--- src/exec_pkg.sv ---
// ------------------------------------------------------------------
// Shared types for the execute stage. Word and register types, the
// ALU and control-flow operation flags, the stage 2 and stage 3
// structs and the trap cause codes. Compile before the RTL modules.
// ------------------------------------------------------------------
package exec_pkg;

    localparam int XLEN = 32;                   // Data path width

    typedef logic [XLEN-1:0] word_t;            // Operand, pc, result
    typedef logic [4:0]      reg_addr_t;        // Register index

    // Trap causes, carried in rd at stage 3
    localparam logic [6:0] TRAP_IALIGN = 7'd0;  // Misaligned jump target
    localparam logic [6:0] TRAP_EBREAK = 7'd3;  // ebreak
    localparam logic [6:0] TRAP_ECALL  = 7'd11; // ecall from M mode

    typedef struct packed {
        logic add;                              // One-hot ALU select
        logic sub;
        logic band;                             // Bitwise and
        logic bor;                              // Bitwise or
        logic bxor;                             // Bitwise xor
        logic sll;
        logic srl;
        logic sra;
        logic slt;
        logic sltu;
    } alu_op_t;

    typedef struct packed {
        logic beq;                              // Conditional branches
        logic bne;
        logic blt;
        logic bge;
        logic bltu;
        logic bgeu;
        logic jal;                              // Unconditional jumps
        logic jalr;
        logic ecall;                            // Environment traps
        logic ebrk;
    } cfu_op_t;

    typedef struct packed {
        logic eq;                               // lhs == rhs
        logic lt;                               // Signed lhs < rhs
        logic ltu;                              // Unsigned lhs < rhs
    } cfu_cmp_t;

    typedef struct packed {
        word_t       pc;                        // Current pc
        word_t       npc;                       // Fall-through pc
        word_t       imm;                       // Decoded immediate
        word_t       alu_lhs;
        word_t       alu_rhs;
        reg_addr_t   rd;
        logic [31:0] instr;                     // Raw instruction word
        logic        trap;                      // Trap flagged by decode
        logic [6:0]  trap_cause;
        alu_op_t     alu_op;
        cfu_op_t     cfu_op;
        logic        wb_alu;                    // Write back ALU result
        logic        wb_npc;                    // Write back npc (link)
    } s2_instr_t;

    typedef struct packed {
        word_t       pc;
        logic [31:0] instr;
        word_t       wdata;                     // Register write data
        reg_addr_t   rd;                        // Trap cause when trap set
        logic        trap;
    } s3_result_t;

endpackage

--- src/exec_alu.sv ---
// ------------------------------------------------------------------
// Combinational ALU of the execute stage. One adder/subtractor, a
// barrel shifter and the logic ops, picked by a one-hot op. The
// compare flags are always valid for the control-flow unit.
// ------------------------------------------------------------------
`timescale 1ns/1ns

module exec_alu (
    input  exec_pkg::word_t    lhs,         // Left operand
    input  exec_pkg::word_t    rhs,         // Right operand
    input  exec_pkg::alu_op_t  op,          // One-hot operation
    output exec_pkg::word_t    result,      // Selected result
    output exec_pkg::word_t    add_out,     // Raw adder output
    output exec_pkg::cfu_cmp_t cmp          // lhs against rhs
);

    import exec_pkg::*;

    localparam int SHW = $clog2(XLEN);      // Shift amount width

    word_t          rhs_opr;                // Adder right input
    word_t          sum;
    logic [SHW-1:0] shamt;
    word_t          sll_out;
    word_t          srl_out;
    word_t          sra_out;
    logic           cmp_eq;
    logic           cmp_lt;
    logic           cmp_ltu;

    // ------------------------------------------------------------------
    // Adder and compares
    // ------------------------------------------------------------------
    assign rhs_opr = op.sub ? ~rhs : rhs;                   // Invert for sub
    assign sum     = lhs + rhs_opr + word_t'(op.sub);       // Carry-in on sub

    assign cmp_eq  = (lhs == rhs);
    assign cmp_ltu = (lhs < rhs);
    // Signs differ, so the negative one is smaller
    assign cmp_lt  = (lhs[XLEN-1] != rhs[XLEN-1]) ? lhs[XLEN-1] : cmp_ltu;

    // ------------------------------------------------------------------
    // Shifter
    // ------------------------------------------------------------------
    assign shamt   = rhs[SHW-1:0];                          // Low bits only
    assign sll_out = lhs << shamt;
    assign srl_out = lhs >> shamt;
    assign sra_out = word_t'($signed(lhs) >>> shamt);       // Sign fill

    // ------------------------------------------------------------------
    // Result select
    // ------------------------------------------------------------------
    assign result  = ({XLEN{op.add | op.sub}} & sum)             |
                     ({XLEN{op.band}}         & (lhs & rhs))     |
                     ({XLEN{op.bor}}          & (lhs | rhs))     |
                     ({XLEN{op.bxor}}         & (lhs ^ rhs))     |
                     ({XLEN{op.sll}}          & sll_out)         |
                     ({XLEN{op.srl}}          & srl_out)         |
                     ({XLEN{op.sra}}          & sra_out)         |
                     ({XLEN{op.slt}}          & word_t'(cmp_lt)) |
                     ({XLEN{op.sltu}}         & word_t'(cmp_ltu));

    assign add_out = sum;
    assign cmp     = '{eq: cmp_eq, lt: cmp_lt, ltu: cmp_ltu};

endmodule

--- src/exec_cfu.sv ---
// ------------------------------------------------------------------
// Control-flow unit. Resolves branches and jumps from the ALU
// compares, forms the target and requests it from fetch over the
// cf_valid/cf_ack handshake. Raises ecall, ebreak and alignment traps.
// ------------------------------------------------------------------
`timescale 1ns/1ns

module exec_cfu (
    input  logic               g_clk,
    input  logic               g_resetn,
    input  logic               valid,       // Trap-free instruction in stage 2
    input  logic               new_instr,   // Stage 2 handshake this cycle
    input  exec_pkg::word_t    pc,          // Current pc
    input  exec_pkg::word_t    imm,         // Branch or jump offset
    input  exec_pkg::word_t    rs1,         // jalr base
    input  exec_pkg::cfu_op_t  op,
    input  exec_pkg::cfu_cmp_t cmp,         // From the ALU
    input  logic               cf_ack,      // Fetch took the target
    output logic               cf_valid,    // Target request to fetch
    output exec_pkg::word_t    cf_target,
    output logic               trap_raise,
    output logic [6:0]         trap_cause,
    output logic               finished     // Instruction may leave stage 2
);

    import exec_pkg::*;

    logic  br_taken;
    logic  jump;
    logic  taken;
    word_t base;
    word_t sum;
    logic  misalign;
    logic  cf_req;                          // Change pending for this instr
    logic  ack_seen;                        // Fetch already acknowledged

    // ------------------------------------------------------------------
    // Branch decision and target
    // ------------------------------------------------------------------
    assign br_taken = (op.beq  &  cmp.eq ) |
                      (op.bne  & ~cmp.eq ) |
                      (op.blt  &  cmp.lt ) |
                      (op.bge  & ~cmp.lt ) |
                      (op.bltu &  cmp.ltu) |
                      (op.bgeu & ~cmp.ltu);

    assign jump  = op.jal | op.jalr;
    assign taken = br_taken | jump;

    assign base      = op.jalr ? rs1 : pc;                  // jalr is register based
    assign sum       = base + imm;
    assign cf_target = {sum[XLEN-1:1], sum[0] & ~op.jalr};  // jalr drops bit 0

    // ------------------------------------------------------------------
    // Traps
    // ------------------------------------------------------------------
    assign misalign   = taken & cf_target[1];               // Not word aligned
    assign trap_raise = op.ecall | op.ebrk | misalign;
    assign trap_cause = misalign ? TRAP_IALIGN :
                        op.ebrk  ? TRAP_EBREAK :
                                   TRAP_ECALL;

    // ------------------------------------------------------------------
    // Fetch handshake
    // ------------------------------------------------------------------
    assign cf_req   = valid & taken & ~trap_raise;
    assign cf_valid = cf_req & ~ack_seen;                   // Drop once acked
    assign finished = ~cf_req | ack_seen | cf_ack;          // Ack frees stage at once

    always_ff @(posedge g_clk) begin
        if (!g_resetn || new_instr) begin
            ack_seen <= 1'b0;                               // Fresh instruction
        end else if (cf_valid && cf_ack) begin
            ack_seen <= 1'b1;                               // Wait for accept
        end
    end

endmodule

--- src/exec_top.sv ---
// ------------------------------------------------------------------
// Execute stage top level. Takes one decoded instruction from stage 2
// over valid/ready, runs the ALU and control-flow unit on it, and
// hands the result to writeback through the stage 3 register.
// ------------------------------------------------------------------
`timescale 1ns/1ns

module exec_top (
    input  logic                 g_clk,
    input  logic                 g_resetn,
    input  logic                 s2_valid,      // Decode has an instruction
    input  logic                 s2_flush,      // Flush stage 3
    input  exec_pkg::s2_instr_t  s2,
    output logic                 s2_ready,      // Execute can take it
    output logic                 s3_valid,      // Result ready for writeback
    input  logic                 s3_ready,      // Writeback can take it
    output logic                 s3_full,
    output exec_pkg::s3_result_t s3,
    output logic                 cf_valid,      // Control-flow change request
    input  logic                 cf_ack,
    output exec_pkg::word_t      cf_target
);

    import exec_pkg::*;

    word_t      alu_result;
    cfu_cmp_t   alu_cmp;
    logic       cfu_valid;
    logic       cfu_finished;
    logic       cfu_trap;
    logic [6:0] cfu_cause;
    logic       accept;

    // ------------------------------------------------------------------
    // Handshake
    // ------------------------------------------------------------------
    assign cfu_valid = s2_valid & ~s2.trap;         // No jump on decode trap
    assign s2_ready  = s3_ready & cfu_finished;
    assign s3_valid  = s2_valid & cfu_finished;
    assign accept    = s2_valid & s2_ready;         // Same as s3 handshake

    exec_alu u_alu (
        .lhs        (s2.alu_lhs  ),
        .rhs        (s2.alu_rhs  ),
        .op         (s2.alu_op   ),
        .result     (alu_result  ),
        .add_out    (            ),
        .cmp        (alu_cmp     )
    );

    exec_cfu u_cfu (
        .g_clk      (g_clk       ),
        .g_resetn   (g_resetn    ),
        .valid      (cfu_valid   ),
        .new_instr  (accept      ),
        .pc         (s2.pc       ),
        .imm        (s2.imm      ),
        .rs1        (s2.alu_lhs  ),             // rs1 rides on the lhs operand
        .op         (s2.cfu_op   ),
        .cmp        (alu_cmp     ),
        .cf_ack     (cf_ack      ),
        .cf_valid   (cf_valid    ),
        .cf_target  (cf_target   ),
        .trap_raise (cfu_trap    ),
        .trap_cause (cfu_cause   ),
        .finished   (cfu_finished)
    );

    exec_wb_reg u_wb_reg (
        .g_clk      (g_clk       ),
        .g_resetn   (g_resetn    ),
        .flush      (s2_flush    ),
        .accept     (accept      ),
        .instr      (s2          ),
        .alu_result (alu_result  ),
        .cfu_trap   (cfu_trap    ),
        .cfu_cause  (cfu_cause   ),
        .s3         (s3          ),
        .s3_full    (s3_full     )
    );

endmodule

--- src/exec_wb_reg.sv ---
// ------------------------------------------------------------------
// Stage 3 result register. Picks the writeback data, merges decode
// and control-flow traps into rd, and loads on each accept. A flush
// empties the stage on the next edge.
// ------------------------------------------------------------------
`timescale 1ns/1ns

module exec_wb_reg (
    input  logic                 g_clk,
    input  logic                 g_resetn,
    input  logic                 flush,         // Discard stage contents
    input  logic                 accept,        // Stage 2 to stage 3 move
    input  exec_pkg::s2_instr_t  instr,         // Instruction leaving stage 2
    input  exec_pkg::word_t      alu_result,
    input  logic                 cfu_trap,      // Trap from the CFU
    input  logic [6:0]           cfu_cause,
    output exec_pkg::s3_result_t s3,
    output logic                 s3_full        // Stage holds an instruction
);

    import exec_pkg::*;

    word_t       n_wdata;
    reg_addr_t   n_rd;
    logic        n_trap;
    word_t       pc_q;
    logic [31:0] instr_q;
    word_t       wdata_q;
    reg_addr_t   rd_q;
    logic        trap_q;

    assign n_wdata = ({XLEN{instr.wb_alu}} & alu_result) |
                     ({XLEN{instr.wb_npc}} & instr.npc);     // Link value

    // Decode trap first, cause code replaces rd
    assign n_trap  = instr.trap | cfu_trap;
    assign n_rd    = instr.trap ? instr.trap_cause[4:0] :
                     cfu_trap   ? cfu_cause[4:0]        :
                                  instr.rd;

    always_ff @(posedge g_clk) begin
        if (!g_resetn || flush) begin
            s3_full <= 1'b0;
            trap_q  <= 1'b0;
        end else if (accept) begin
            s3_full <= 1'b1;
            trap_q  <= n_trap;
        end
    end

    always_ff @(posedge g_clk) begin
        if (accept) begin
            pc_q    <= instr.pc;
            instr_q <= instr.instr;
            wdata_q <= n_wdata;
            rd_q    <= n_rd;
        end
    end

    assign s3 = '{pc: pc_q, instr: instr_q, wdata: wdata_q, rd: rd_q, trap: trap_q};

endmodule

--- config.mk ---
export PLATFORM = sky130hd
export DESIGN_NAME = exec_top
export DESIGN_NICKNAME = d
export VERILOG_FILES = /design/src/exec_pkg.sv /design/src/exec_alu.sv /design/src/exec_cfu.sv /design/src/exec_top.sv /design/src/exec_wb_reg.sv
export SDC_FILE = /design/constraint.sdc
export NUM_CORES = 1
export LEC_CHECK = 0
export BUFFER_PORTS_ARGS = -buffer_cell sky130_fd_sc_hd__buf_2
export CAP_MARGIN = 15
export CORE_UTILIZATION = 31
export CTS_CLUSTER_DIAMETER = 80
export CTS_CLUSTER_SIZE = 8
export DETAILED_ROUTE_END_ITERATION = 7
export SETUP_SLACK_MARGIN = 0.02
export SYNTH_ARGS = -nofsm -noshare
export SYNTH_HDL_FRONTEND = slang
export SYNTH_SLANG_ARGS = --single-unit
--- constraint.sdc ---
create_clock -name g_clk -period 7.24 [get_ports g_clk]
set_input_delay 0 -clock g_clk [delete_from_list [all_inputs] [get_ports g_clk]]
set_output_delay 0 -clock g_clk [all_outputs]
set_load 0.1 [all_outputs]
* After elaboration in Yosys (flattened, before gate mapping)
Cells that the tools add are included.
Operators by class: $add $sub $neg 3, magnitude comparators 1, eq/ne operators 2, shift-type cells 3, multiplexer cells 7, bitwise logic cells 60, reduce and logical (&&, ||, !) cells 4
Operators by type and width (count):
- $and 32x32->32 | 10
- $or 32x32->32 | 10
- $add 32x32->32 | 2
- $and 32x1->32 | 2
- $mux 32 | 2
- $add 32x1->32 | 1
- $eq 32x32->1 | 1
- $lt 32x32->1 | 1
- $not 32->32 | 1
- $shl 32x5->32 | 1
- $shr 32x5->32 | 1
- $sshr 32x5->32 | 1
- $xor 32x32->32 | 1
- $and 1x1->1 | 15
- $mux 5 | 3
- $or 1x1->1 | 13
- $not 1->1 | 8
- $mux 4 | 1
- $logic_or 1x1->1 | 2
- $logic_and 1x1->1 | 1
- $logic_not 1->1 | 1
- $mux 1 | 1
- $ne 1x1->1 | 1
Storage, ports and cells: register bits after elaboration 104, output and inout port bits 138, word-level logic and storage cells 87

* Longest topological paths before layout
word-level depth 19, mapped depth 15

* By module
A second synthesis with hierarchy kept.
Second synthesis, totals: cells, all modules 1690, area total of the unflattened synthesis 14121.0 µm²
By module, submodules not included:
- exec_alu | instances 1, cells an instance 1227, area an instance 8222.9 µm², seq. area each 0.0 µm²
- exec_wb_reg | instances 1, cells an instance 165, area an instance 3570.9 µm², seq. area each 3072.9 µm²
- exec_cfu | instances 1, cells an instance 294, area an instance 2302.2 µm², seq. area each 20.0 µm²
- exec_top | instances 1, cells an instance 4, area an instance 25.0 µm², seq. area each 0.0 µm²

* Worst setup path before layout
No wires, ideal clock.
kind input-to-output, from in s2[4] (netlist name), to out cf_target[30], data arrival time 4348 ps, slack 2892 ps, stages 15, buffers on the path 2, path through clkbuf_1 -> buf_1 -> mux2_2 -> ha_1 -> inv_1 -> fa_1 -> nor2b_1 -> or4_1 -> a2111oi_2 -> o21ai_1 -> nand4_1 -> a31oi_1 -> a21oi_1 -> o21ai_0 -> xor2_1
Between the ends: word-level cells in the longest chain between the ends 2
Ends and longest elaborated chain:
- start: declaration | RTL line exec_top.sv:13 | input exec_pkg::s2_instr_t s2,
- $mux 32 | RTL line exec_cfu.sv:50 | assign base = op.jalr ? rs1 : pc;
- $add 32x32->32 | RTL line exec_cfu.sv:51 | assign sum = base + imm;
- end: declaration | RTL line exec_top.sv:21 | output exec_pkg::word_t cf_target
Every way passes these cells.

* Worst setup path in the final report
from in s2[71] (netlist name), to reg u_cfu.ack_seen
Between the ends: word-level cells in the longest chain between the ends 19
Ends and longest elaborated chain:
- parallel branches: the longest is 7 deep, another holds $lt 32x32->1
- $or 1x1->1 * | RTL line exec_cfu.sv:44 | (op.bltu & cmp.ltu) |
- $or 1x1->1 * | RTL line exec_cfu.sv:48 | assign taken = br_taken | jump;
- $and 1x1->1 | RTL line exec_cfu.sv:57 | assign misalign = taken & cf_target[1];
- $or 1x1->1 | RTL line exec_cfu.sv:58 | assign trap_raise = op.ecall | op.ebrk | misalign;
- $not 1->1 | RTL line exec_cfu.sv:66 | assign cf_req = valid & taken & ~trap_raise;
- $and 1x1->1 * | RTL line exec_cfu.sv:66
- $not 1->1 * | RTL line exec_cfu.sv:68 | assign finished = ~cf_req | ack_seen | cf_ack;
- $or 1x1->1 * (2 in a row) | RTL line exec_cfu.sv:68
- $and 1x1->1 * | RTL line exec_top.sv:38 | assign s2_ready = s3_ready & cfu_finished;
- $and 1x1->1 * | RTL line exec_top.sv:40 | assign accept = s2_valid & s2_ready;
- net accept | RTL line exec_top.sv:32 | logic accept;
- $logic_or 1x1->1 * | RTL line exec_cfu.sv:71 | if (!g_resetn || new_instr) begin
- end signal: assignment | RTL line exec_cfu.sv:72 | ack_seen <= 1'b0;
- end signal: assignment | RTL line exec_cfu.sv:74 | ack_seen <= 1'b1;
- end: declaration | RTL line exec_cfu.sv:35 | logic ack_seen;
Mark *: on every way through the listed nets, which the timed path passes. A chain may end at the register's enable or synchronous reset.

==> flow_metrics.py <==
metrics = {
    "outcome": {
        "outcome": "finished, final reports clean",
    },
    "floorplanning": {
        "fp.dieH_um": 211,
        "dieArea_um2": 44600,
        "start_util_pct": 31.5,
        "coreArea_um2": 43100,
        "dieWidth_um": 211,
        "rows": 76,
        "top_level_ports": 371,
    },
    "job": {
        "maxCapViolations": 0,
    },
    "cells_and_area": {
        "final_nets": 2373,
        "syn_to_final_growth_pct": 27.3,
        "layout-drive-gt1-share_pct": 25.1,
        "final_core_util_pct": 40.1,
        "antennaDiodeCount": 0,
        "postLayoutCellArea_um2": 17300,
    },
    "sta": {
        "maxSlewHeadroom_pct": 26.1,
        "finClkSkew_ns": 0.0146,
        "rsz0062_at_grt": "false",
        "fin_crit_sh_pct": 61.0,
        "hold_slack_ns": 0.0282,
        "worstMarginPinSlew_ns": 1.10,
        "setup-tns-final_ns": 0,
        "final_hold_viol_count": 0,
        "setup_viol": 0,
        "drv_slew": 0,
        "max_freq_ghz": 0.226,
        "min_period_ns": 4.42,
        "layout_setup_ws_ns": 2.82,
    },
    "critical_path": {
        "path_max_fanout": 41,
        "worstPathArrival_ns": 4.72,
        "cp_top_family": "compound AO/OA/AOI/OAI gates",
        "path_cells": "buf_2 > clkinv_1 > buf_4 > ha_1 > nor2_1 > nand4_1 > a21oi_1 > o31ai_1 > a41oi_1 > a211oi_2 > a31o_2 > and2_4 > o22ai_1 > dlygate4sd3_1",
        "cp.buffers_inverters": 4,
        "required_ns": 7.54,
        "slowest_stage": "o31ai_1",
        "slowest_delay_ns": 0.91,
        "start_kind": "primary input",
        "critPathKind": "primary input to flop",
        "worstSetupEndpointType": "flop",
    },
    "routing": {
        "first_pass_iters": 7,
        "drc": 0,
        "via_count": 13988,
        "drtIter0Drc": 911,
        "wl_mm": 56.4,
        "routedWlPerCell_um": 21.9,
        "postRouteAntennaNets": 0,
        "viasPerCell": 5.44,
    },
    "logic_synthesis": {
        "syn_nets": 1954,
        "synth_edf_count": 101,
        "synth_flop_cell": "edfxtp_1",
        "synth_seq_area_share_pct": 22.8,
        "ys_async_sr_fraction_pct": 0,
        "synthesis.area_um2": 13600,
        "ys_ff_latch": 104,
        "syn_avg_cell_area_um2": 8.69,
        "yosysMostFrequentCell": "ha_1",
        "yosysTopAreaCell": "edfxtp_1",
        "yosysWarnings": 0,
        "synth_area_leaders": "edfxtp_1 (22%), ha_1 (15%), mux4_2 (5.5%)",
        "netlist.area_leader.share_pct": 22.4,
        "yosysUniqueCellTypes": 87,
        "synth_top_cells_by_count": "ha_1 (158), a21oi_1 (130), nor2_1 (123)",
        "synthCells": 1561,
    },
    "clocking": {
        "cts_setup_buffers": 0,
        "clock-sinks": 104,
        "cts_tree": "yes",
        "insertion_delay_ns": 0.40,
        "htree_levels": 3,
        "clockBufferDepth": 2,
        "cts_root_buf": "clkbuf_16",
        "cts_buffers": 9,
        "clk_pin_slew_ns": 0.09,
    },
    "place": {
        "place_area_um2": 15900,
        "io_buffers": 368,
        "routabilityCongestion": 0.982,
        "dp_slack_ns": 2.55,
        "hpwlAfterDp_mm": 43.8,
    },
    "grt": {
        "grt_max_degree": 75,
        "antenna_found_initial": 0,
        "grt_pass1_wl_mm": 82.4,
        "grt_use_total_pct": 24.6,
        "grt_overflow_total": 0,
        "grt_pass1_vias": 13652,
    },
    "power_and_ir_drop": {
        "powerDensity_nw_per_um2": 185,
        "vdd_drop_max_v": 0.000153,
        "p_leak_nw": 7.72,
    },
    "min_path": {
        "hp-class": "primary input to flop",
    },
}
[per-layer routing]
metal  track usage, %  part of all wire (%)  up-vias
met1             33.3                    46     6804
li1                 -                     -     6660
met3             3.12                   5.1       51
met5                0                     0        -
met4             6.00                   1.8        0
met2             41.3                    47      473
[stage by stage]
stage / std cells / power [mW]
2_1_floorplan: 1561 / 2.15
3_3_place_gp: 2446 / 2.58
3_5_place_dp: 2446 / 2.59
4_1_cts: 2570 / 3.20
5_1_grt: 2570 / 3.34
6_report: 2570 / 3.19
[worst reg2reg max path: stages (launching register included)]
cell	delay, ns
dfxtp_1	0.32
nor4b_1	0.29
nand2_1	0.10
or2_2	0.29
a31o_2	0.25
and2_4	0.31
o22ai_1	0.23
dlygate4sd3_1	0.56
[area by class of cell]
class	instances	area (um2)
clock inverters	7	88.8
well taps	585	732
repair buffers	491	3050
inverters	102	383
clock buffers	9	225
multi-input cells	1272	9690
fillers	4369	25800
flip-flops and latches	104	3090
[cell usage in the layout (no fill, tap or decap), types with 10 or more instances in the layout]
cell type / instances
a21o_1: 21
nor2_1: 123
a22oi_1: 28
buf_2: 367
xnor2_1: 36
xor2_1: 46
o21a_1: 10
inv_1: 99
mux4_2: 33
nor3_1: 25
o2111ai_1: 13
nand3_1: 26
o21ai_1: 23
nand2_1: 119
edfxtp_1: 101
nand2b_1: 19
o211ai_1: 22
mux2_2: 40
a21oi_1: 130
a31oi_1: 14
buf_4: 15
and3_1: 12
ha_1: 158
dlygate4sd3_1: 108
nor2b_1: 18
o21ai_0: 105
a22o_1: 16
mux2i_1: 71
nor4_1: 11
a211oi_1: 12
[cells by family (layout without fill, tap and decap cells)]
kind of cell    count (synthesis)  count (layout)  synth area share [%]
buf+inv                       185             609                  5.75
simple gates                  400             400                  13.7
fa+ha+maj                     160             160                  14.9
mux                           144             144                  14.0
compound gates                486             486                  23.6
xor+xnor                       82              82                  5.29
flops                         104             104                  22.8
[where the power goes]
| group | leakage, nW | internal (mW) | total, mW | switching (mW) |
|---|---|---|---|---|
| Combinational | 6.58 | 0.523 | 1.92 | 1.39 |
| Clock | 0.153 | 0.252 | 0.553 | 0.301 |
| Sequential | 0.979 | 0.715 | 0.724 | 0.00964 |
| Total | 7.72 | 1.49 | 3.19 | 1.70 |
[state kept, by name, indices dropped and copies added, names as in the netlist]
name              flops
u_cfu.ack_seen        1
u_wb_reg.pc_q        32
u_wb_reg.instr_q     32
u_wb_reg.s3_full      1
u_wb_reg.wdata_q     32
u_wb_reg.trap_q       1
u_wb_reg.rd_q         5
[timing repair]
item | CTS | global route
hold endpoints to repair | 101 | 0
hold buffers | 108 | 0
gates resized for setup | 0 | 0
[final timing paths]
kind	slack (ns)	start	cells past startpoint	endpoint
worst max-delay path	2.82	s2[71]	14	u_cfu.ack_seen$_SDFFE_PP0P_
worst min-delay path	0.03	s2[189]	3	u_wb_reg.wdata_q[26]$_DFFE_PP_
worst max register to register	4.83	u_cfu.ack_seen$_SDFFE_PP0P_	7	u_cfu.ack_seen$_SDFFE_PP0P_
worst min register to register	0.56	u_wb_reg.trap_q$_SDFFE_PP0P_	2	u_wb_reg.trap_q$_SDFFE_PP0P_
(Power assumes the default switching activity.)
